<file path="src/rtl/tcpq_pkg.sv">
// ==================================================
// tcpq package
// packet record layout, FSM encodings, register map
// and the field widths shared by the transmit queue
// ==================================================
package tcpq_pkg;

  localparam int SEQ_W   = 32; // tcp sequence number
  localparam int LEN_W   = 16; // packet length in bytes
  localparam int CS_W    = 32; // raw sum of 16-bit words, not folded
  localparam int TIMER_W = 32; // retransmit timer, counts scanner visits
  localparam int tries_w = 8;  // retransmit attempts

  // one entry of the packet information RAM
  typedef struct packed {
    logic               present; // unacked, payload still held
    logic [CS_W-1:0]    chsum;
    logic [SEQ_W-1:0]   start;   // seq of first byte
    logic [SEQ_W-1:0]   stop;    // seq after last byte = expected ack
    logic [LEN_W-1:0]   length;
    logic [TIMER_W-1:0] timer;
    logic [tries_w-1:0] tries;
  } pkt_info_t;

  typedef enum logic [2:0] {
    scan_s,  // look at the record under the pointer
    read_s,  // evaluate ack and timer
    check_s, // write back, maybe raise a request
    send_s,  // hold tx_req until tx_ack
    next_s,  // step pointer, release freed bytes
    wait_s   // RAM read latency
  } scan_state_e;

  typedef enum logic {
    idle_s, // no open packet
    pend_s  // bytes collected, waiting for a close condition
  } pack_state_e;

  typedef enum logic [1:0] {
    cfg_isn     = 2'd0,
    cfg_rem_ack = 2'd1,
    cfg_ctrl    = 2'd2  // bit 0 connected
  } cfg_addr_e;

endpackage

</file>
<file path="src/rtl/tcpq_info_ram.sv">
// ==================================================
// tcpq packet info RAM
// record store, add port for the packer and a
// registered update port for the scanner
// ==================================================
module tcpq_info_ram #(
  parameter int PACKET_DEPTH = 3
) (
  input  logic                    clk,
  input  logic                    add_we,
  input  logic [PACKET_DEPTH-1:0] add_addr,
  input  tcpq_pkg::pkt_info_t     add_rec,
  input  logic                    upd_we,
  input  logic [PACKET_DEPTH-1:0] upd_addr,
  input  tcpq_pkg::pkt_info_t     upd_rec,
  output tcpq_pkg::pkt_info_t     upd_q
);

  tcpq_pkg::pkt_info_t mem [2**PACKET_DEPTH];

  initial begin
    for (int i = 0; i < 2**PACKET_DEPTH; i++) mem[i] = '0; // no packet present
  end

  always @(posedge clk) begin
    if (add_we) mem[add_addr] <= add_rec; // write only
  end

  always @(posedge clk) begin
    if (upd_we) begin
      mem[upd_addr] <= upd_rec;
      upd_q         <= upd_rec; // write-through
    end else begin
      upd_q <= mem[upd_addr];
    end
  end

endmodule

</file>
<file path="config.mk">
export PLATFORM = sky130hd
export DESIGN_NAME = tcpq_info_ram
export DESIGN_NICKNAME = d
export VERILOG_FILES = /design/src/rtl/tcpq_pkg.sv /design/src/rtl/tcpq_info_ram.sv
export SDC_FILE = /design/constraint.sdc
export NUM_CORES = 2
export LEC_CHECK = 0
export ABC_AREA = 1
export BUFFER_PORTS_ARGS = -buffer_cell sky130_fd_sc_hd__buf_2
export CORE_ASPECT_RATIO = 2
export CORE_MARGIN = 2
export CORE_UTILIZATION = 55
export CTS_CLUSTER_SIZE = 24
export DETAILED_ROUTE_END_ITERATION = 10
export PLACE_DENSITY = 0.74
export SLEW_MARGIN = 20
export SYNTH_ARGS = -nofsm -noshare
export SYNTH_HDL_FRONTEND = slang
export SYNTH_SLANG_ARGS = --single-unit
</file>
<file path="constraint.sdc">
create_clock -name clk -period 30.7 [get_ports clk]
set_input_delay 6.14 -clock clk [delete_from_list [all_inputs] [get_ports clk]]
set_output_delay 6.14 -clock clk [all_outputs]
set_load 0.01 [all_outputs]
</file>
==> out/qor.yml <==
cp.depth: 7
routed_wl_um: 205100
final_cell_count_no_fill: 10041
worstMarginPinSlew_ps: 1536
tns_ps: 0
core-area_um2: 123000
die_area_um2: 127100
syn_to_final_growth_pct: 10.47
min_path_type: "reg -> reg"
synth_xor_xnor_area_share_pct: 0
r2r_setup_slack_ps: 29550
drt_iter0_drc: 6011
insertion_delay_ps: 750
synth.avg_cell_area_um2: 8.343
synthMuxAreaShare_pct: 0
portBuffers: 467
cp-startpoint: "upd_we"
ff2ff_path_depth: 6
synth_seq_cells: 1377
htree_num_levels: 3
dr.pass1.iters: 6
cts_resized: 0
cts_tree: "done"
arrival_ps: 10020
status: "complete, but fails checks"
synth_fp_nets: 8498
start_util_pct: 55.52
max-vdd-ir-drop_v: 0.00005785
post_cts_buffers: 0
power_density_nw_per_um2: 56.36
endpoint: "mem[0][111]"
globalplace.congestion: 0.8188
grt_start_max_net_pins: 207
fmax_mhz: 103.5
synth_compound_area_share_pct: 9.637
antenna_found_initial: 66
ys_types: 19
yosysWarnings: 0
worst-path-buf-inv: 4
reg2reg_to: "upd_q[13]"
yosysSeqAreaShare_pct: 58.33
mostFrequentLayoutCell: "nand2_1"
layout_common_cells: "nand2_1 (2532), inv_1 (1279), edfxtp_1 (1224)"
hold_violations: 0
synth_top_family_by_area: "simple AND/OR/NAND/NOR gates"
grt_util_met3_pct: 6.632
power_leakage_nw: 34.36
dieHeight_um: 502.2
clock-skew-final_ps: 31.55
clkSlewWorstSetupHoldPaths_ps: 70
num_io_pins: 468
grt_pass1_wl_um: 312100
fp-row-count: 182
cap_violations: 0
slew_headroom_pct: -2.382
gr-total-overflow: 0
netlist_instances: 8183
fin_nets: 8655
vias_per_cell: 5.622
hpwl_um: 109800
cts_buffers: 118
drc: 0
dp.cells: 9784
rsz0062_at_grt: "false"
drv_slew: 34
crit_family: "buffers and inverters"
synth_area_um2: 68270
violations: "slew limit"
gr-usage-all-layers_pct: 32.25
cp-end-kind: "flip-flop"
crit_type: "in -> reg"
cp_slowest_stage_delay_ps: 890
use_met1_pct: 38.40
utilization_pct: 61.33
busiest_layer: "met2"
cts.sinks: 1377
worstPathRequired_ps: 31060
grt_use_met2_pct: 56.63
root_buffer: "clkbuf_16"
hold_buffers: 0
slowest_stage: "buf_4"
crit_chain: "buf_2, inv_8, nor2_2, nand2_4, o21ai_4, buf_4, buf_12"
drive_gt1_share_pct: 9.142
fin_crit_sh_pct: 31.48
num-fill-cells: 10374
antenna_left: 0
setup_violations: 0
wl_per_cell_um: 20.42
synthAdderAreaFrac_pct: 0
first_global_vias: 55227
startpoint_type: "input pin"
synth-simple-area-share_pct: 21.84
cts_buffer_depth: 3
critPathMaxFanout: 114
r2r_start: "mem[2][13]"
die_x_um: 253.1
period_minus_slack_ps: 9665
vias: 56446
routing by layer:
metal	vias to the layer above	share of wire, %
li1	26574	-
met1	26450	36
met2	2803	50
met3	549	10
met4	70	3.6
met5	-	0.21
Yosys cell counts:
library cell | number | area (um2)
edfxtp_1 | 1224 | 36760
nand2_2 | 3 | 18.77
or2_0 | 7 | 43.79
inv_2 | 4 | 15.01
o21ai_0 | 1186 | 5936
dfxtp_1 | 153 | 3063
a21oi_1 | 82 | 410.4
inv_1 | 1280 | 4805
nor2_1 | 410 | 1539
o21ai_1 | 44 | 220.2
buf_2 | 212 | 1061
or2_2 | 9 | 56.30
nand2_1 | 2536 | 9519
o22ai_1 | 2 | 12.51
nand3_1 | 740 | 3704
nor2_2 | 5 | 31.28
buf_1 | 32 | 120.1
buf_4 | 1 | 7.510
clkbuf_1 | 253 | 949.7
kinds of logic (layout without fill, tap and decap cells):
kind of cell           after synthesis  count (layout)
AND/OR/NAND/NOR                   3710            3710
buffers and inverters             1782            2044
flip-flops                        1377            1377
AO/OA/AOI/OAI                     1314            1314
other                                0              32
worst register-to-register path, cell delays in order, from the launching register on:
cell	delay, ps
edfxtp_1	390
inv_1	60
nand2_1	50
nand3_1	160
nand3_1	80
nor2_1	250
nor2_1	60
state kept, by name, summed over array words and instances, names as in the netlist:
signal and count:
upd_q 153, mem 1224
stage by stage:
step	setup slack, ps	hold WS (ps)	cell area, um2	total power, mW
6_report	21030	561.6	75420	4.250
5_1_grt	20870	604.5	75370	4.387
4_1_cts	21080	547.1	75330	4.259
3_5_place_dp	20290	549.8	71320	2.716
3_3_place_gp	20320	538.6	71320	2.697
2_1_floorplan	12890	524.7	68270	2.547
area by class of cell:
class	instances	area, um2	area share [%]
Antenna cell	32	80.08	0.1062
Tap cell	1564	1957	2.595
Clock buffer	158	3357	4.451
Clock inverter	67	654.4	0.8677
Multi-Input combinational cell	5024	21690	28.75
Timing Repair Buffer	535	3024	4.010
Sequential cell	1377	39820	52.80
Inverter	1284	4840	6.417
report_power, final:
group,switching (mW),leakage (nW),total [mW],internal [mW]
sequential,0.0348,12.5,2.21,2.18
clock,0.708,1.99,1.57,0.861
combinational,0.333,19.9,0.466,0.134
total,1.08,34.4,4.25,3.17
worst min-delay path by stage:
stage,end,from,cells past startpoint,slack (ps)
global placement,upd_q[148],mem[0][148],4,540
CTS,upd_q[129],mem[0][129],4,550
detailed placement,upd_q[148],mem[0][148],4,550
finish,upd_q[129],mem[0][129],4,560
floorplan,upd_q[101],mem[0][101],4,520
global route,upd_q[45],mem[0][45],4,600
Power figures use the tool's default switching activity.
