==> config.mk <==
export PLATFORM = sky130hd
export DESIGN_NAME = tcpq_tcb_regs
export DESIGN_NICKNAME = d
export VERILOG_FILES = /design/src/rtl/tcpq_pkg.sv /design/src/rtl/tcpq_tcb_regs.sv
export SDC_FILE = /design/constraint.sdc
export NUM_CORES = 1
export LEC_CHECK = 0
export ABC_AREA = 1
export BUFFER_PORTS_ARGS = -buffer_cell sky130_fd_sc_hd__buf_2
export CORE_ASPECT_RATIO = 1.75
export CORE_MARGIN = 2
export CORE_UTILIZATION = 45
export CTS_BUF_LIST = sky130_fd_sc_hd__clkbuf_16
export DETAILED_ROUTE_END_ITERATION = 12
export PLACE_DENSITY = 0.74
export SYNTH_ARGS = -nofsm -noshare
export SYNTH_HDL_FRONTEND = slang
export SYNTH_SLANG_ARGS = --single-unit
==> constraint.sdc <==
create_clock -name clk -period 1.05 [get_ports clk]
set_clock_uncertainty 0.15 [all_clocks]
set_input_delay 0.1575 -clock clk [delete_from_list [all_inputs] [get_ports clk]]
set_output_delay 0.1575 -clock clk [all_outputs]
set_load 0.01 [all_outputs]
==> src/rtl/tcpq_pkg.sv <==
// ==================================================
// tcpq package
// packet record layout, FSM encodings, register map
// and the field widths shared by the transmit queue
// ==================================================
package tcpq_pkg;

  localparam int SEQ_W   = 32; // tcp sequence number
  localparam int LEN_W   = 16; // packet length in bytes
  localparam int CS_W    = 32; // raw sum of 16-bit words, not folded
  localparam int TIMER_W = 32; // retransmit timer, counts scanner visits
  localparam int tries_w = 8;  // retransmit attempts

  // one entry of the packet information RAM
  typedef struct packed {
    logic               present; // unacked, payload still held
    logic [CS_W-1:0]    chsum;
    logic [SEQ_W-1:0]   start;   // seq of first byte
    logic [SEQ_W-1:0]   stop;    // seq after last byte = expected ack
    logic [LEN_W-1:0]   length;
    logic [TIMER_W-1:0] timer;
    logic [tries_w-1:0] tries;
  } pkt_info_t;

  typedef enum logic [2:0] {
    scan_s,  // look at the record under the pointer
    read_s,  // evaluate ack and timer
    check_s, // write back, maybe raise a request
    send_s,  // hold tx_req until tx_ack
    next_s,  // step pointer, release freed bytes
    wait_s   // RAM read latency
  } scan_state_e;

  typedef enum logic {
    idle_s, // no open packet
    pend_s  // bytes collected, waiting for a close condition
  } pack_state_e;

  typedef enum logic [1:0] {
    cfg_isn     = 2'd0,
    cfg_rem_ack = 2'd1,
    cfg_ctrl    = 2'd2  // bit 0 connected
  } cfg_addr_e;

endpackage

==> src/rtl/tcpq_tcb_regs.sv <==
// ==================================================
// tcpq connection registers
// isn, remote ack and connected flag, plus the queue
// clear pulse on reset or connection change
// ==================================================
module tcpq_tcb_regs (
  input  logic                         clk,
  input  logic                         rst,
  input  logic                         cfg_we,
  input  tcpq_pkg::cfg_addr_e          cfg_addr,
  input  logic [31:0]                  cfg_wdata,
  output logic [tcpq_pkg::SEQ_W-1:0]   isn,
  output logic [tcpq_pkg::SEQ_W-1:0]   rem_ack,
  output logic                         connected,
  output logic                         q_clr
);

  logic conn_wr; // flag as written, connected follows a clock later
  logic rst_q;

  always_ff @(posedge clk) begin
    if (rst) begin
      isn       <= '0;
      rem_ack   <= '0;
      conn_wr   <= 1'b0;
      connected <= 1'b0;
      rst_q     <= 1'b1;
    end else begin
      rst_q     <= 1'b0;
      connected <= conn_wr;
      if (cfg_we) begin
        case (cfg_addr)
          tcpq_pkg::cfg_isn:     isn     <= cfg_wdata;
          tcpq_pkg::cfg_rem_ack: rem_ack <= cfg_wdata;
          tcpq_pkg::cfg_ctrl:    conn_wr <= cfg_wdata[0];
          default: ;
        endcase
      end
    end
  end

  // the queue is wiped while connected still shows the old value,
  // so cts never opens on stale pointers
  assign q_clr = rst_q || (conn_wr != connected);

endmodule

==> impl_metrics.json, run 1 <==
{
  "die_h_um": 109,
  "async_flop_share": 0,
  "crit_fanout": 3,
  "max_slew_margin": 0.894,
  "wl_per_cell_um": 12.9,
  "path_class": "flop to primary output",
  "grt_max_degree": 36,
  "route.detailed.drc": 0,
  "clk_latency_ns": 0.32,
  "place.gp.congestion": 0.807,
  "hold_viol": 0,
  "cp_slowest_cell": "dfxtp_2",
  "dp_hpwl_mm": 4.65,
  "final_nets": 569,
  "leakage_uw": 0.00229,
  "num_rows": 38,
  "fmax_mhz": 778,
  "dr.pass1.iters": 4,
  "violations": "setup timing",
  "track_usage": 0.231,
  "start_util": 0.461,
  "antenna_found_initial": 0,
  "synth_area_um2": 2830,
  "start_kind": "flop",
  "dieArea_um2": 6960,
  "yosys-top-cells-area": "dfxtp_1 47%, nand2_1 13%, nor2_1 13%, nand3b_1 8.2%, a21oi_1 5.8%",
  "diodes": 0,
  "synth-edff-count": 0,
  "period_share": 1.22,
  "core-area_um2": 6130,
  "grt_pass1_vias": 2753,
  "cts_sinks": 67,
  "cts_buffer_depth": 2,
  "ioPinCount": 103,
  "slowest_delay_ns": 0.32,
  "grt_pass1_wl_mm": 12.3,
  "crit_arrival_ns": 0.98,
  "setup_viol": 66,
  "fin_crit_ns": 1.29,
  "drt_iter0_markers": 176,
  "cap_violations": 0,
  "gr-total-overflow": 0,
  "drv_slew": 0,
  "worstPathRequired_ns": 0.74,
  "yosysSeqAreaShare": 0.474,
  "synthCells": 397,
  "cts_buffers": 9,
  "end_kind": "primary output",
  "yosys-top-cells-count": "98 x nand2_1, 98 x nor2_1, 67 x dfxtp_1",
  "dieWidth_um": 63.9,
  "avgSynthCellArea_um2": 7.12,
  "setup_tns_ns": -1.39,
  "ys.flop_type": "dfxtp_1",
  "num_vias": 2875,
  "synth-seq-cells": 67,
  "area_delta_synth_final_pct": 63.0,
  "rsz0062_at_grt": "yes",
  "ant_nets": 0,
  "yosysTopAreaCell": "dfxtp_1",
  "cp_cell_sequence": "inv_2 -> a21oi_2 -> o21ai_1 -> buf_2",
  "drive_gt1_frac": 0.371,
  "synth_top_area_share": 0.474,
  "clk_pin_slew_worst_paths_ns": 0.05,
  "power.density_nw_per_um2": 1440,
  "n_fill_cell": 411,
  "setup_slack_ns": -0.236,
  "status": "complete, but fails checks",
  "root_buffer": "clkbuf_16",
  "htreeDepth": 3,
  "routed_wl_mm": 7.94,
  "yosysWarnings": 0,
  "placed_area_um2": 3450,
  "hp-class": "input port to flop",
  "final_area_um2": 4610,
  "cts_tree": "built",
  "tightest_slew_ns": 0.159,
  "ys_types": 15,
  "synth_fp_nets": 434,
  "viasPerCell": 4.66,
  "io_buffer_count": 102,
  "ir_drop_uv": 1250
}
[stage by stage]
step	util	worst slack [ns]	hold WS, ns	total power (µW)	std cells
final	0.751	-0.236	0.111	6650	617
after CTS	0.750	-0.279	0.0918	6690	618
after floorplan	-	0.103	0.0352	3250	397
after global placement	0.563	-0.0440	0.156	3560	563
after detailed placement	0.563	-0.0747	0.161	3580	563
after global routing	0.751	-0.280	0.134	6950	617
[sequential cells by signal, summed over array words and instances, names as in the netlist]
name	cells
rem_ack	32
conn_wr	1
rst_q	1
connected	1
isn	32
[what timing repair did]
item                                    4_1_cts  5_1_grt
endpoints found under the setup margin       66       72
endpoints found under the hold margin        42        0
buffers inserted                              6        4
hold buffers                                 33        0
pin swaps                                     1        1
resized for setup                           135        1
[placed cells by master, fill, tap and decap left out]
cell type	count
clkbuf_16	9
inv_2	2
nand2_1	98
buf_6	65
dlygate4sd3_1	32
nor2_1	98
nand3b_1	31
nor2_4	1
buf_2	32
clkinv_1	1
dlymetal6s4s_1	1
inv_1	40
dfxtp_2	66
nand3_1	2
dfxtp_1	1
nand4_1	1
nand3_4	1
buf_12	8
buf_4	12
clkinv_2	1
o21ai_1	1
a21oi_2	1
bufinv_16	1
a21oi_1	32
[where the power goes]
group          leakage (µW)  total [µW]  internal (µW)  switching [µW]
clock              0.000152        2790           1790             999
sequential         0.000576        2810           2710            99.5
combinational       0.00156        1060            576             482
total               0.00229        6650           5070            1580
[per-layer routing]
layer  share of wire  track usage  vias up
li1                -            -     1482
met1            0.37        0.227     1282
met2            0.54        0.416       87
met3           0.040       0.0506       24
met4           0.042        0.175        0
met5               0            0        -
[critical path, delay by kind of cell (launching register included)]
family          cells  cell delay, ns
buf+inv             2            0.17
flops               1            0.32
compound gates      2            0.16
[cell type report]
class                           instances  area (µm²)  area share
Timing Repair Buffer                  150        1480       0.320
Inverter                               38         143      0.0310
Multi-Input combinational cell        266        1190       0.258
Sequential cell                        67        1420       0.309
Tap cell                               80         100      0.0217
Clock buffer                            9         225      0.0489
Clock inverter                          7        53.8      0.0117
[path summary, 6_finish.rpt]
check                                           from                   end  slack [ns]  depth (start not counted)
worst max-delay path            conn_wr$_SDFFE_PP0P_                 q_clr       -0.24                          4
worst min-delay path                     cfg_addr[0]  conn_wr$_SDFFE_PP0P_        0.11                          5
worst max register to register  conn_wr$_SDFFE_PP0P_  conn_wr$_SDFFE_PP0P_        0.06                          6
worst min register to register  isn[22]$_SDFFE_PP0P_  isn[22]$_SDFFE_PP0P_        0.33                          2
[kinds of logic (layout without fill, tap and decap cells)]
logic type | count (synthesis) | after routing | share of synthesized area
simple gates | 232 | 232 | 0.358
flops | 67 | 67 | 0.474
buf+inv | 64 | 204 | 0.107
compound gates | 34 | 34 | 0.0602
Note: power is estimated with default switching activity, not from simulation.
==> run 2, diff against run 1 <==
- BUFFER_PORTS_ARGS: -buffer_cell sky130_fd_sc_hd__buf_2 -> -buffer_cell sky130_fd_sc_hd__buf_4
- CORE_ASPECT_RATIO: 1.75 -> not set
==> impl_metrics.json, run 2 (synthesis results as in run 1) <==
{
  "setup_viol": 64,
  "die_h_um": 83.3,
  "ir_drop_uv": 887,
  "cts_buffers": 9,
  "switchingPower_uw": 1610,
  "final_nets": 562,
  "core-area_um2": 5990,
  "track_usage": 0.225,
  "start_util": 0.472,
  "cts_sinks": 67,
  "ff2ff_path_depth": 5,
  "top_layer": "met4",
  "wl_per_cell_um": 12.9,
  "cp_num_cells": 4,
  "fin_cells": 605,
  "area_delta_synth_final_pct": 63.9,
  "route.detailed.drc": 0,
  "grt_max_degree": 43,
  "dieArea_um2": 6930,
  "power.density_nw_per_um2": 1390,
  "cp_cell_sequence": "inv_2 -> a21oi_2 -> o21ai_1 -> buf_4",
  "drive_gt1_frac": 0.366,
  "reg_top3": "isn x32, rem_ack x32",
  "num_rows": 28,
  "rsz0062_at_grt": "yes",
  "htreeDepth": 3,
  "dieWidth_um": 83.3,
  "dp_cells": 557,
  "end_kind": "primary output",
  "grt_pass1_wl_mm": 12.8,
  "cp_num_buf_inv": 2,
  "crit_fanout": 4,
  "mostFrequentLayoutCells": "98 x nand2_1, 97 x nor2_1, 66 x dfxtp_2, 66 x buf_6, 38 x inv_1",
  "io_buffer_count": 102,
  "dp_hpwl_mm": 4.61,
  "seq_power_share": 0.434,
  "cts_buffer_depth": 2,
  "status": "complete, but fails checks",
  "root_buffer": "clkbuf_16",
  "hold_viol": 0,
  "fmax_mhz": 768,
  "met3_length_um": 450,
  "dr.pass1.iters": 4,
  "period_share": 1.24,
  "antenna_found_initial": 0,
  "leakage_uw": 0.00235,
  "crit_arrival_ns": 0.99,
  "min_path_cells": 4,
  "placed_area_um2": 3690,
  "gr-total-overflow": 0,
  "clk_pin_slew_worst_paths_ns": 0.05,
  "cts_tree": "built",
  "ioPinCount": 103,
  "routed_wl_mm": 7.83,
  "ant_nets": 0,
  "place.gp.congestion": 0.807,
  "wl_met1_mm": 3.41,
  "path_class": "flop to primary output",
  "worstPathRequired_ns": 0.74,
  "drt_iter0_markers": 88,
  "hp-class": "input port to flop",
  "swShare": 0.249,
  "cap_violations": 0,
  "num_vias": 2859,
  "layout_commonest_cell": "nand2_1",
  "diodes": 0,
  "viasPerCell": 4.73,
  "final_area_um2": 4640,
  "cp_slowest_cell": "dfxtp_2",
  "violations": "setup timing",
  "clock_power_share": 0.398,
  "fin_crit_ns": 1.30,
  "max_slew_margin": 0.878,
  "drv_slew": 0,
  "tightest_slew_ns": 0.183,
  "grt_pass1_vias": 2791,
  "p_int_uw": 4850,
  "slowest_delay_ns": 0.32,
  "setup_slack_ns": -0.252,
  "clk_latency_ns": 0.32,
  "start_kind": "flop",
  "wl_met2_mm": 3.81,
  "critical_path.top_delay_family": "flip-flops",
  "pwr-share-comb": 0.168,
  "n_fill_cell": 412
}
## run 2: cell types whose count changed in the layout (fill, tap and decap cells not counted), moves of 2 or more
cell,before,now
buf_4,12,36
dlygate4sd3_1,32,22
buf_2,32,0
inv_1,40,38
dlymetal6s4s_1,1,11
## run 2: metal layers
metal  GRT usage  vias to the layer above
met3      0.0567                       17
met1       0.263                     1282
met4       0.110                        0
li1            -                     1470
met5           0                        -
met2       0.383                       90
## run 2: worst paths after layout
kind                                   to  slack (ns)                    start
hold / removal       conn_wr$_SDFFE_PP0P_        0.04              cfg_addr[1]
setup reg to reg  rem_ack[2]$_SDFFE_PP0P_        0.15  rem_ack[2]$_SDFFE_PP0P_
setup / recovery                    q_clr       -0.25     conn_wr$_SDFFE_PP0P_
hold reg to reg       isn[7]$_SDFFE_PP0P_        0.33      isn[7]$_SDFFE_PP0P_
## run 2: final cells by class
class                           instances  area (µm²)  area share
Multi-Input combinational cell        266        1190       0.257
Clock buffer                            9         225      0.0486
Clock inverter                          7        28.8     0.00621
Sequential cell                        67        1420       0.307
Inverter                               38         143      0.0308
Timing Repair Buffer                  143        1530       0.330
Tap cell                               75        93.8      0.0202
## run 2: power by group through the flow
stage,clock (µW),combinational [µW],sequential [µW]
floorplan,0,400,2850
global placement,0,871,2800
detailed placement,0,890,2800
CTS,2600,1080,2800
global route,2750,1190,2820
finish,2570,1090,2800
## run 2: metrics by stage
stage | TNS, ns | total power, µW | worst slack [ns] | utilization | hold WS (ns)
5_1_grt | -2.30 | 6750 | -0.282 | 0.774 | 0.0524
6_report | -0.925 | 6460 | -0.252 | 0.774 | 0.0424
3_5_place_dp | -2.82 | 3690 | -0.0818 | 0.617 | 0.137
2_1_floorplan | 0 | 3250 | 0.103 | - | 0.0352
4_1_cts | -1.43 | 6470 | -0.259 | 0.775 | 0.0373
3_3_place_gp | -0.971 | 3670 | -0.0400 | 0.617 | 0.137
## run 2: tightest hold or removal path: stages
cell,delay (ns)
buf_4,0.11
nand4_1,0.09
nand2_1,0.06
nor2_1,0.04
## run 2: what timing repair did
action                                  in CTS  in global routing
hold endpoints to repair                    35                  0
gates resized for setup                    133                 15
pin swaps                                    0                  4
hold buffers                                33                  0
endpoints found under the setup margin      66                 88
gates cloned                                 0                  0
buffers inserted                             5                  3
