$ cat config.mk
export PLATFORM = sky130hd
export DESIGN_NAME = tcpq_packer
export DESIGN_NICKNAME = d
export VERILOG_FILES = /design/src/rtl/tcpq_pkg.sv /design/src/rtl/tcpq_packer.sv
export SDC_FILE = /design/constraint.sdc
export NUM_CORES = 1
export LEC_CHECK = 0
export BUFFER_PORTS_ARGS = -buffer_cell sky130_fd_sc_hd__buf_2
export CAP_MARGIN = 40
export CORE_MARGIN = 2
export CORE_UTILIZATION = 50
export DETAILED_ROUTE_END_ITERATION = 7
export PLACE_DENSITY = 0.74
export SYNTH_ARGS = -nofsm -noshare
export SYNTH_HDL_FRONTEND = slang
export SYNTH_SLANG_ARGS = --single-unit
$ cat constraint.sdc
create_clock -name clk -period 6 [get_ports clk]
set_input_delay 1.2 -clock clk [delete_from_list [all_inputs] [get_ports clk]]
set_output_delay 1.2 -clock clk [all_outputs]
set_load 0.01 [all_outputs]
$ cat src/rtl/tcpq_pkg.sv
// ==================================================
// tcpq package
// packet record layout, FSM encodings, register map
// and the field widths shared by the transmit queue
// ==================================================
package tcpq_pkg;

  localparam int SEQ_W   = 32; // tcp sequence number
  localparam int LEN_W   = 16; // packet length in bytes
  localparam int CS_W    = 32; // raw sum of 16-bit words, not folded
  localparam int TIMER_W = 32; // retransmit timer, counts scanner visits
  localparam int tries_w = 8;  // retransmit attempts

  // one entry of the packet information RAM
  typedef struct packed {
    logic               present; // unacked, payload still held
    logic [CS_W-1:0]    chsum;
    logic [SEQ_W-1:0]   start;   // seq of first byte
    logic [SEQ_W-1:0]   stop;    // seq after last byte = expected ack
    logic [LEN_W-1:0]   length;
    logic [TIMER_W-1:0] timer;
    logic [tries_w-1:0] tries;
  } pkt_info_t;

  typedef enum logic [2:0] {
    scan_s,  // look at the record under the pointer
    read_s,  // evaluate ack and timer
    check_s, // write back, maybe raise a request
    send_s,  // hold tx_req until tx_ack
    next_s,  // step pointer, release freed bytes
    wait_s   // RAM read latency
  } scan_state_e;

  typedef enum logic {
    idle_s, // no open packet
    pend_s  // bytes collected, waiting for a close condition
  } pack_state_e;

  typedef enum logic [1:0] {
    cfg_isn     = 2'd0,
    cfg_rem_ack = 2'd1,
    cfg_ctrl    = 2'd2  // bit 0 connected
  } cfg_addr_e;

endpackage

$ cat src/rtl/tcpq_packer.sv
// ==================================================
// tcpq packer
// counts bytes, sums big-endian word pairs and adds
// a record when the open packet closes
// ==================================================
module tcpq_packer #(
  parameter int MAX_PAYLOAD_LEN  = 1400,
  parameter int WAIT_TICKS       = 20,
  parameter int RETRANSMIT_TICKS = 1000000,
  parameter int PACKET_DEPTH     = 3
) (
  input  logic                       clk,
  input  logic                       q_clr,
  input  logic [tcpq_pkg::SEQ_W-1:0] isn,
  input  logic                       in_v,
  input  logic [7:0]                 in_d,
  input  logic                       snd,
  input  logic                       data_full,
  input  logic [PACKET_DEPTH:0]      free_ptr,
  output logic                       add_we,
  output logic [PACKET_DEPTH-1:0]    add_addr,
  output tcpq_pkg::pkt_info_t        add_rec,
  output logic [tcpq_pkg::SEQ_W-1:0] next_seq,
  output logic                       slots_full,
  output logic                       writing
);

  tcpq_pkg::pack_state_e           state;
  logic [tcpq_pkg::LEN_W-1:0]      cnt;     // bytes in the open packet
  logic [$clog2(WAIT_TICKS+1)-1:0] idle;    // cycles since the last byte
  logic [tcpq_pkg::CS_W-1:0]       chsum;
  logic [7:0]                      hi_byte; // upper half of the current word
  logic [PACKET_DEPTH:0]           add_ptr;
  logic [PACKET_DEPTH:0]           used;
  logic                            pend;
  logic                            close;

  assign pend  = (state == tcpq_pkg::pend_s);
  assign close = pend && ((32'(idle) == WAIT_TICKS && !in_v) ||
                          32'(cnt) == MAX_PAYLOAD_LEN || data_full || snd);

  assign writing  = close || add_we; // a record write is due or under way
  assign add_addr = add_ptr[PACKET_DEPTH-1:0];
  // open packet and the record in flight both hold a slot
  assign used = add_ptr - free_ptr + (PACKET_DEPTH+1)'(add_we) + (PACKET_DEPTH+1)'(pend);
  assign slots_full = (used == (PACKET_DEPTH+1)'(2**PACKET_DEPTH));

  always_ff @(posedge clk) begin
    if (q_clr) begin
      state    <= tcpq_pkg::idle_s;
      cnt      <= '0;
      idle     <= '0;
      chsum    <= '0;
      next_seq <= isn;
      add_ptr  <= '0;
      add_we   <= 1'b0;
    end else begin
      add_we <= close; // record lands one cycle after the close
      if (add_we) add_ptr <= add_ptr + 1'b1;
      if (in_v) next_seq <= next_seq + 1'b1;
      if (close || !pend) begin
        // packet boundary, a byte here opens the next packet
        idle  <= '0;
        chsum <= '0;
        cnt   <= tcpq_pkg::LEN_W'(in_v);
        state <= in_v ? tcpq_pkg::pend_s : tcpq_pkg::idle_s;
        if (in_v) hi_byte <= in_d;
      end else begin
        idle <= in_v ? '0 : idle + 1'b1;
        if (in_v) begin
          cnt <= cnt + 1'b1;
          if (cnt[0]) chsum <= chsum + 32'({hi_byte, in_d}); // low byte completes a word
          else        hi_byte <= in_d;
        end
      end
    end
  end

  always_ff @(posedge clk) begin
    if (close) begin
      add_rec.present <= 1'b1;
      add_rec.chsum   <= cnt[0] ? chsum + 32'({hi_byte, 8'h00}) : chsum; // odd tail padded
      add_rec.start   <= next_seq - 32'(cnt);
      add_rec.stop    <= next_seq;
      add_rec.length  <= cnt;
      add_rec.timer   <= 32'(RETRANSMIT_TICKS); // sent on the first visit
      add_rec.tries   <= '0;
    end
  end

endmodule

==> summary.md, run 1 <==
| Metric | Value |
|---|---|
| Status | `finished, final reports clean` |
| Crit path buffers/inverters | `3` |
| Pwr/cell area | `274.2 nW/um^2` |
| Postcts setup bufs | `0` |
| Async set-reset flop share out of synthesis | `0` |
| Post-route insts no fill | `1496` |
| DP HPWL | `17390 um` |
| Peak supply drop | `0.0001548 V` |
| Number of synthesized flops with an enable pin | `152` |
| Sequential area share after synthesis | `0.5282` |
| CP arrival | `2960 ps` |
| RSZ-0062 raised after global routing | `no` |
| CP Cell Sequence | `buf_2 > ha_1 > fa_1 > inv_1 > fa_1 > nor4b_1 > buf_2` |
| Max Slew Vio Count | `0` |
| Worst-path clk slew | `60 ps` |
| Core ar. | `21150 sq um` |
| Static Leak | `0.004964 uW` |
| Ports | `240` |
| Fin crit share | `0.6927` |
| Vias | `8055` |
| Initial core utilization | `0.5142` |
| GPL Wtd Cong | `0.8628` |
| Clk root buf | `clkbuf_16` |
| Die Y | `151.5 um` |
| Minimum clock period | `4156 ps` |
| Clock skew | `12.91 ps` |
| Core Rows | `53` |
| Critical setup path kind | `input pin to primary output` |
| Post-DRT Antenna Nets | `0` |
| Final core utilization | `0.5998` |
| Largest delay share family, worst path | `adder cells` |
| GRT Total Usage | `0.2131` |
| Synth Area per Inst | `10.69 sq um` |
| CP required | `4800 ps` |
| Slowest stage cell, crit path | `fa_1` |
| Flops & latches, synth | `211` |
| Hold crit path type | `register to register` |
| Most frequent cells in the layout | `buf_2, edfxtp_1, nand2_1` |
| Placed cells | `1456` |
| Resize count post-CTS | `0` |
| Synthesized area | `10880 sq um` |
| Startpoint Class | `input pin` |
| Cts bufs inserted | `23` |
| Drt pass-1 iters | `5` |
| Hold-fix buffer count after cts | `0` |
| WL per Instance | `16.42 um` |
| Final Setup Violations | `0` |
| DR vias/cell | `5.384` |
| # port buffers | `198` |
| Main synth FF type | `edfxtp_1` |
| Slew headroom | `0.4780` |
| Worst R2R Setup Slack | `2580 ps` |
| Final wirelength | `24570 um` |
| Setup TNS | `0 ps` |
| Max clock buf depth | `3` |
| Vias in the first global route | `7858` |
| Crit-path max FO | `2` |
| First-pass GRT wire length | `39420 um` |
| Crit path largest cell delay | `410 ps` |
| Warnings from Yosys | `0` |
| H-tree depth | `1` |
| Largest net degree at the start of global routing | `75` |
| Final Instance Area | `12690 sq um` |
| Final Hold Fails | `0` |
| CTS tree | `yes` |
| Clock Sink Count | `211` |
| Worst Max-Slew Pin Slew | `781.0 ps` |
| Antenna diodes | `0` |
| CP Capture Type | `primary output` |
| Max-Cap Viols | `0` |
| Clock Latency Late Sink | `510 ps` |
| Fill cell count | `1792` |
| Layout cells sized above 1 | `0.2154` |
| GR Overflow Total | `0` |
| Most common cell after layout, fill and taps aside | `buf_2` |
| Final net count | `1303` |
| DRC Markers | `0` |
| Dpl cell area | `11980 sq um` |
| Initial antenna violation count | `0` |
| Die Wd | `151.5 um` |
| Synth Instances | `1017` |
| Synth-to-layout area growth | `16.66%` |
| Highest clock rate | `240.6 MHz` |
| Yosys cell types | `62` |
| Initial DRC Count | `462` |
| Die area | `22950 sq um` |
[final cells by class]
class | count | area [sq um] | share of cell area
Clock inverter | 9 | 68.82 | 0.005424
Timing Repair Buffer | 208 | 1106 | 0.08717
Tap cell | 275 | 344.1 | 0.02712
Sequential cell | 211 | 5746 | 0.4528
Multi-Input combinational cell | 725 | 4646 | 0.3661
Inverter | 37 | 141.4 | 0.01114
Clock buffer | 31 | 636.9 | 0.05019
[worst paths after layout]
kind,start,end,depth (start not counted)
worst min register to register,cnt[4],add_rec[44],0
worst max-delay path,free_ptr[0],slots_full,7
worst min-delay path,cnt[4],add_rec[44],0
worst max register to register,cnt[0],add_rec[112],10
[power breakdown]
group          internal, uW  total (uW)  switching [uW]
sequential             1660        1730            69.5
clock                   783        1340             556
combinational           167         411             245
[layer usage]
layer	GRT usage	vias up	share of wire
li1	-	3927	-
met1	0.2741	3778	0.43
met2	0.3706	301	0.47
met3	0.03713	49	0.075
met4	0.06204	0	0.024
met5	0	-	0
[synthesized netlist by cell type (all sizes together) (3+ instances only)]
| master | instances | area share |
|---|---|---|
| mux2 | 8 | 0.0083 |
| nand4 | 18 | 0.010 |
| dfxtp | 59 | 0.11 |
| nand3 | 41 | 0.019 |
| o21a | 4 | 0.0028 |
| clkbuf | 33 | 0.011 |
| o21ai | 57 | 0.026 |
| inv | 37 | 0.013 |
| nor2 | 70 | 0.024 |
| nand2 | 103 | 0.036 |
| fa | 5 | 0.0092 |
| mux2i | 4 | 0.0037 |
| buf | 50 | 0.034 |
| o211ai | 4 | 0.0028 |
| nor3 | 20 | 0.0092 |
| ha | 43 | 0.049 |
| a2111oi | 3 | 0.0024 |
| a211oi | 6 | 0.0041 |
| and2 | 10 | 0.0058 |
| or2 | 8 | 0.0046 |
| xor2 | 38 | 0.031 |
| xnor2 | 78 | 0.063 |
| a31o | 3 | 0.0024 |
| a31oi | 6 | 0.0035 |
| edfxtp | 152 | 0.42 |
| and4 | 4 | 0.0033 |
| a21oi | 46 | 0.021 |
| and3 | 20 | 0.012 |
| or3 | 11 | 0.0068 |
| nor4b | 4 | 0.0032 |
| a21o | 18 | 0.012 |
| o31ai | 5 | 0.0035 |
| nor4 | 5 | 0.0035 |
| or4 | 9 | 0.0069 |
| nor2b | 7 | 0.0040 |
[sequential cells by signal, summed over array words and instances, names as in the netlist]
signal    flops
cnt          16
add_rec     112
chsum        32
next_seq     32
hi_byte       8
add_ptr       4
pend          1
idle          5
add_we        1
[per-stage QoR]
step	power [uW]	hold WS (ps)	worst slack (ps)
4_1_cts	3507	456.4	1834
5_1_grt	3613	467.8	1726
3_3_place_gp	2148	441.9	1860
2_1_floorplan	2029	422.5	1425
3_5_place_dp	2166	441.5	1845
6_report	3479	455.2	1844
[kinds of logic (layout without fill, tap and decap cells)]
logic type / after synthesis / count (layout) / share of synthesized area
other: 2 / 41 / 0.0006905
muxes: 12 / 12 / 0.01196
AOI/OAI and AO/OA: 170 / 170 / 0.09525
xor gates and xnor gates: 116 / 116 / 0.09341
DFF: 211 / 211 / 0.5282
and+or+nand+nor: 338 / 338 / 0.1537
buffers and inverters: 120 / 285 / 0.05809
adders and majority gates: 48 / 48 / 0.05867
[worst register-to-register path: cells and delay by family, from the launching register on]
kind,cells,cell delay (ps)
buf+inv,1,200
simple gates,2,440
compound gates,4,970
fa+ha+maj,2,560
xor+xnor,1,150
flops,1,830
Power figures use the tool's default switching activity.
==> run 2, diff against run 1 <==
--- a/config.mk
+++ b/config.mk
@@ -10,7 +10,7 @@
 export CORE_MARGIN = 2
 export CORE_UTILIZATION = 50
 export DETAILED_ROUTE_END_ITERATION = 7
-export PLACE_DENSITY = 0.74
+export PLACE_DENSITY = 0.77
 export SYNTH_ARGS = -nofsm -noshare
 export SYNTH_HDL_FRONTEND = slang
 export SYNTH_SLANG_ARGS = --single-unit
==> constraint.sdc (replaced) <==
create_clock -name clk -period 3.4 [get_ports clk]
set_input_delay 0.68 -clock clk [delete_from_list [all_inputs] [get_ports clk]]
set_output_delay 0.68 -clock clk [all_outputs]
set_load 0.01 [all_outputs]
==> run 2 against run 1 <==
First-iteration DRC count is 23% higher. Register-to-register slack worse by 2100 ps. Setup slack worse by 1700 ps. Global-route usage is 0.53 points lower. Via count is 1.5% higher. Critical endpoint unchanged.
==> summary.md, run 2 (same netlist as run 1, synthesis figures left out) <==
| Metric | Value |
|---|---|
| Status | `finished, final reports clean` |
| Clock skew | `10.21 ps (-2.695 ps)` |
| Final net count | `1314 (+0.84%)` |
| Die Wd | `151.5 um (unchanged)` |
| Ports | `240 (unchanged)` |
| Highest clock rate | `306.7 MHz` |
| Max-Cap Viols | `0 (unchanged)` |
| Worst Max-Slew Pin Slew | `805.7 ps (+24.69 ps)` |
| Critical setup path kind | `register to primary output` |
| # port buffers | `198 (unchanged)` |
| Hold crit path type | `input pin to register` |
| H-tree depth | `1 (unchanged)` |
| Reg power frac | `0.498 (about the same)` |
| Setup TNS | `0 ps (unchanged)` |
| Core Rows | `53 (unchanged)` |
| CTS tree | `yes` |
| Drt pass-1 iters | `5 (unchanged)` |
| Cts bufs inserted | `23 (unchanged)` |
| Initial core utilization | `0.5142 (unchanged)` |
| Peak supply drop | `0.0002998 V (+94%)` |
| GRT Total Usage | `0.2078 (-0.005303)` |
| Die Y | `151.5 um (unchanged)` |
| GR Overflow Total | `0 (unchanged)` |
| Max Slew Vio Count | `0 (unchanged)` |
| Antenna diodes | `0 (unchanged)` |
| Global routing's busiest layer | `met2` |
| Crit-path max FO | `5 (+3)` |
| Clock power share | `0.378 (-0.007)` |
| Largest regs | `add_rec x112, chsum x32, next_seq x32` |
| Final Setup Violations | `0 (unchanged)` |
| Vias | `8176 (+1.5%)` |
| Minimum clock period | `3260 ps` |
| Met1 usage | `0.2629 (-0.01115)` |
| CP arrival | `2580 ps (-380 ps)` |
| First-pass GRT wire length | `38180 um (-3.2%)` |
| Largest reg by FF count | `add_rec` |
| Final core utilization | `0.6024 (+0.002543)` |
| GRT met2 Usage | `0.3688 (-0.001810)` |
| Pwr/cell area | `477.3 nW/um^2 (+74%)` |
| Max clock buf depth | `3 (unchanged)` |
| Combinational Power Share | `0.125 (+0.007)` |
| Synth-to-layout area growth | `17.15%` |
| Dpl cell area | `12050 sq um (+0.57%)` |
| DP HPWL | `17570 um (+1.0%)` |
| WL per Instance | `16.11 um (-1.9%)` |
| CP Capture Type | `primary output` |
| Worst hold stages | `1 (+1)` |
| Max reg flops | `112 (unchanged)` |
| Met3 Usage GRT | `0.03473 (-0.002395)` |
| Clock Latency Late Sink | `500 ps (about the same)` |
| Sw Ratio | `0.2512 (+0.0009004)` |
| Worst Reg-to-Reg Cells | `9 (-1)` |
| Postcts setup bufs | `0 (unchanged)` |
| RSZ-0062 raised after global routing | `no` |
| Final Hold Fails | `0 (unchanged)` |
| Startpoint Class | `register` |
| Worst-path clk slew | `60 ps (about the same)` |
| Final Instance Area | `12740 sq um (+0.42%)` |
| Slew headroom | `0.4628 (-0.01520)` |
| Post-DRT Antenna Nets | `0 (unchanged)` |
| CP required | `2720 ps (-2080 ps)` |
| Vias in the first global route | `7647 (-2.7%)` |
| Largest net degree at the start of global routing | `65 (-13%)` |
| Fin crit share | `0.9589` |
| Hold-fix buffer count after cts | `0 (unchanged)` |
| Net Sw Power | `1528 uW (+75%)` |
| Initial antenna violation count | `0 (unchanged)` |
| Initial DRC Count | `566 (+23%)` |
| Most frequent cells in the layout | `buf_2, edfxtp_1, nand2_1` |
| Static Leak | `0.004990 uW (+0.53%)` |
| Clock Sink Count | `211 (unchanged)` |
| Most common cell after layout, fill and taps aside | `buf_2` |
| DRC Markers | `0 (unchanged)` |
| Layout cells sized above 1 | `0.2255 (+0.01007)` |
| GPL Wtd Cong | `0.9041 (+4.8%)` |
| Final wirelength | `24300 um (-1.1%)` |
| Int Power | `4554 uW (+75%)` |
| Core ar. | `21150 sq um (unchanged)` |
| DR vias/cell | `5.422 (+0.69%)` |
| Die area | `22950 sq um (unchanged)` |
| Min Hold Slack | `372.5 ps (-82.71 ps)` |
| Clk root buf | `clkbuf_16` |
| Resize count post-CTS | `0 (unchanged)` |
run 2: changes by cell type in the layout (fill, tap and decap cells not counted), sizes merged:
| cell | previous run | this run |
|---|---|---|
| clkbuf | 31 | 28 |
| clkinvlp | 0 | 4 |
| buf | 208 | 219 |
run 2: path summary, 6_finish.rpt:
kind	from	endpoint	slack (ps)
worst max-delay path	add_ptr[0]	slots_full	140
worst min-delay path	in_d[3]	hi_byte[3]	370
worst max register to register	next_seq[2]	add_rec[114]	450
worst min register to register	cnt[4]	add_rec[44]	450
run 2: power groups by stage:
| stage | clock network (uW) | registers (uW) | logic [uW] |
|---|---|---|---|
| global route | 2420 | 3040 | 842 |
| detailed placement | 0 | 3080 | 754 |
| global placement | 0 | 3080 | 734 |
| CTS | 2340 | 3030 | 759 |
| floorplan | 0 | 3120 | 455 |
| finish | 2300 | 3030 | 758 |
run 2: through the flow:
step | power (uW) | std cells | worst slack [ps]
3_5_place_dp | 3836 | 1467 | 202.9
2_1_floorplan | 3579 | 1056 | 8.154
4_1_cts | 6128 | 1508 | 107.1
6_report | 6082 | 1508 | 139.8
3_3_place_gp | 3812 | 1467 | 248.8
5_1_grt | 6310 | 1508 | 5.459
run 2: final cells by class:
| cell class | count | area, sq um |
|---|---|---|
| fillers | 1720 | 8412 |
| flip-flops and latches | 211 | 5746 |
| multi-input cells | 725 | 4646 |
| repair buffers | 219 | 1174 |
| clock buffers | 28 | 594.3 |
| well taps | 275 | 344.1 |
| inverters | 37 | 142.6 |
| clock inverters | 13 | 96.34 |
run 2: critical path, cell delays in order (launching register included):
cell,delay [ps]
dfxtp_1,420
inv_1,60
ha_1,280
fa_1,360
inv_1,90
fa_1,420
nor4b_1,280
buf_2,180
run 2: per-layer routing:
metal	up-vias	share of wire
li1	3949	-
met1	3846	0.41
met2	338	0.49
met3	43	0.082
met4	0	0.020
met5	-	0
==> run 3, diff against run 2 <==
--- a/config.mk
+++ b/config.mk
@@ -5,12 +5,13 @@
 export SDC_FILE = /design/constraint.sdc
 export NUM_CORES = 1
 export LEC_CHECK = 0
-export BUFFER_PORTS_ARGS = -buffer_cell sky130_fd_sc_hd__buf_2
+export BUFFER_PORTS_ARGS = -buffer_cell sky130_fd_sc_hd__clkbuf_2
 export CAP_MARGIN = 40
 export CORE_MARGIN = 2
 export CORE_UTILIZATION = 50
+export CTS_BUF_LIST = sky130_fd_sc_hd__clkbuf_8
 export DETAILED_ROUTE_END_ITERATION = 7
-export PLACE_DENSITY = 0.77
+export PLACE_DENSITY = 0.74
 export SYNTH_ARGS = -nofsm -noshare
 export SYNTH_HDL_FRONTEND = slang
 export SYNTH_SLANG_ARGS = --single-unit
==> constraint.sdc (replaced) <==
create_clock -name clk -period 4 [get_ports clk]
set_input_delay 0.8 -clock clk [delete_from_list [all_inputs] [get_ports clk]]
set_output_delay 0.8 -clock clk [all_outputs]
set_load 0.01 [all_outputs]
==> run 3 against run 2 <==
Register-to-register slack better by 510 ps. Core utilization is 0.54 points lower. Combinational power is 19% lower. Clock power is 25% lower. Clock skew is 16 ps higher. Cell area is 0.89% lower. Global-route usage is 0.35 points higher. Final cell count is 0.80% higher. Setup slack better by 400 ps. Critical endpoint unchanged. Largest power group unchanged. Highest routed layer unchanged.
==> summary.md, run 3 (same netlist as run 1, synthesis figures left out) <==
| Metric | Value |
|---|---|
| Max-Cap Viols | `0 (unchanged)` |
| Initial core utilization | `0.5142 (unchanged)` |
| Clock skew | `26.61 ps (+16.39 ps)` |
| Synth-to-layout area growth | `16.11%` |
| Largest reg by FF count | `add_rec` |
| Vias | `8186 (+0.12%)` |
| Largest net degree at the start of global routing | `89 (+37%)` |
| Most frequent cells in the layout | `clkbuf_2, edfxtp_1, nand2_1` |
| Met3 WL | `2224 um (+12%)` |
| Cts bufs inserted | `36 (+57%)` |
| Met2 WL | `11580 um (-1.9%)` |
| Peak supply drop | `0.0002692 V (-10%)` |
| Minimum clock period | `3461 ps` |
| Vias in the first global route | `7761 (+1.5%)` |
| Clock Sink Count | `211 (unchanged)` |
| CP required | `3200 ps (+480 ps)` |
| GRT Total Usage | `0.2113 (+0.003517)` |
| CP arrival | `2660 ps (+80 ps)` |
| WL per Instance | `16.19 um (+0.49%)` |
| Worst Max-Slew Pin Slew | `651.4 ps (-154.3 ps)` |
| Max reg flops | `112 (unchanged)` |
| Most common cell after layout, fill and taps aside | `clkbuf_2` |
| Post-DRT Antenna Nets | `0 (unchanged)` |
| Die area | `22950 sq um (unchanged)` |
| Worst R2R Setup Slack | `960 ps (+510 ps)` |
| Post-route insts no fill | `1520 (+0.80%)` |
| Placed cells | `1458 (-0.61%)` |
| Worst-path clk slew | `60 ps (about the same)` |
| Final net count | `1318 (+0.30%)` |
| Hold-fix buffer count after cts | `0 (unchanged)` |
| Die Wd | `151.5 um (unchanged)` |
| Postcts setup bufs | `0 (unchanged)` |
| DRC Markers | `0 (unchanged)` |
| Fin crit share | `0.8652` |
| Resize count post-CTS | `0 (unchanged)` |
| Met1 WL | `10340 um (+3.1%)` |
| GPL Wtd Cong | `0.8424 (-6.8%)` |
| Max Slew Vio Count | `0 (unchanged)` |
| Highest clock rate | `289.0 MHz` |
| Crit-path max FO | `5 (unchanged)` |
| Slew headroom | `0.5641 (+0.1013)` |
| Min Hold Slack | `443.1 ps (+70.56 ps)` |
| Startpoint Class | `register` |
| Top layer in use | `met4` |
| Largest regs | `add_rec x112, chsum x32, next_seq x32` |
| Static Leak | `0.005053 uW (+1.3%)` |
| Critical setup path kind | `register to primary output` |
| Fill cell count | `1811 (+5.3%)` |
| Final wirelength | `24610 um (+1.3%)` |
| H-tree depth | `2 (+1)` |
| Layout cells sized above 1 | `0.2217 (-0.003780)` |
| Clock Latency Late Sink | `510 ps (about the same)` |
| Initial antenna violation count | `0 (unchanged)` |
| Setup TNS | `0 ps (unchanged)` |
| DP HPWL | `17660 um (+0.54%)` |
| Hold crit path type | `register to register` |
| Ports | `240 (unchanged)` |
| Pwr/cell area | `391.2 nW/um^2 (-18%)` |
| Max clock buf depth | `3 (unchanged)` |
| Final Setup Violations | `0 (unchanged)` |
| First-pass GRT wire length | `38770 um (+1.6%)` |
| Final Instance Area | `12630 sq um (-0.89%)` |
| CTS tree | `yes` |
| DR vias/cell | `5.386 (-0.67%)` |
| Dpl cell area | `11990 sq um (-0.50%)` |
| Drt pass-1 iters | `7 (+2)` |
| Core ar. | `21150 sq um (unchanged)` |
| RSZ-0062 raised after global routing | `no` |
| CP Capture Type | `primary output` |
| # port buffers | `198 (unchanged)` |
| GR Overflow Total | `0 (unchanged)` |
| Core Rows | `53 (unchanged)` |
| Antenna diodes | `0 (unchanged)` |
| Final Hold Fails | `0 (unchanged)` |
| Die Y | `151.5 um (unchanged)` |
| Status | `finished, final reports clean` |
| Clk root buf | `clkbuf_8` |
| Initial DRC Count | `428 (-24%)` |
[run 3: path summary, 6_finish.rpt]
path,startpoint,to,cells after the start
worst max register to register,next_seq[0],add_rec[114],11
worst max-delay path,add_ptr[0],slots_full,7
worst min-delay path,cnt[6],add_rec[46],0
worst min register to register,cnt[6],add_rec[46],0
[run 3: stage by stage]
| stage | util | setup WS [ps] | total power, uW |
|---|---|---|---|
| after floorplan | - | 369.7 | 3041 |
| after global placement | 0.5656 | 679.4 | 3229 |
| after detailed placement | 0.5669 | 645.8 | 3252 |
| after CTS | 0.5970 | 498.3 | 4989 |
| after global routing | 0.5970 | 338.4 | 5160 |
| final | 0.5970 | 539.3 | 4941 |
[run 3: layout make-up]
type / count / area (sq um) / area share
well taps: 275 / 344.1 / 0.02725
clock buffers: 40 / 550.5 / 0.04359
clock inverters: 22 / 86.33 / 0.006836
multi-input cells: 725 / 4646 / 0.3679
flip-flops and latches: 211 / 5746 / 0.4550
repair buffers: 210 / 1114 / 0.08818
inverters: 37 / 142.6 / 0.01129
[run 3: power breakdown]
part	leakage, uW	internal, uW	switching, uW	total (uW)
logic	0.00276	250	366	617
clock network	0.000388	909	823	1730
registers	0.00191	2490	104	2590
total	0.00505	3650	1290	4940
[run 3: per-layer routing]
metal,vias up,global-route usage
met5,-,0
met4,0,0.06343
met3,40,0.05359
met2,331,0.3529
met1,3860,0.2725
li1,3955,-
[run 3: critical path: stages, from the launching register on]
cell      delay, ps
dfxtp_1         440
inv_1            70
ha_1            290
fa_1            360
inv_1           100
fa_1            420
nor4b_1         310
clkbuf_2        180
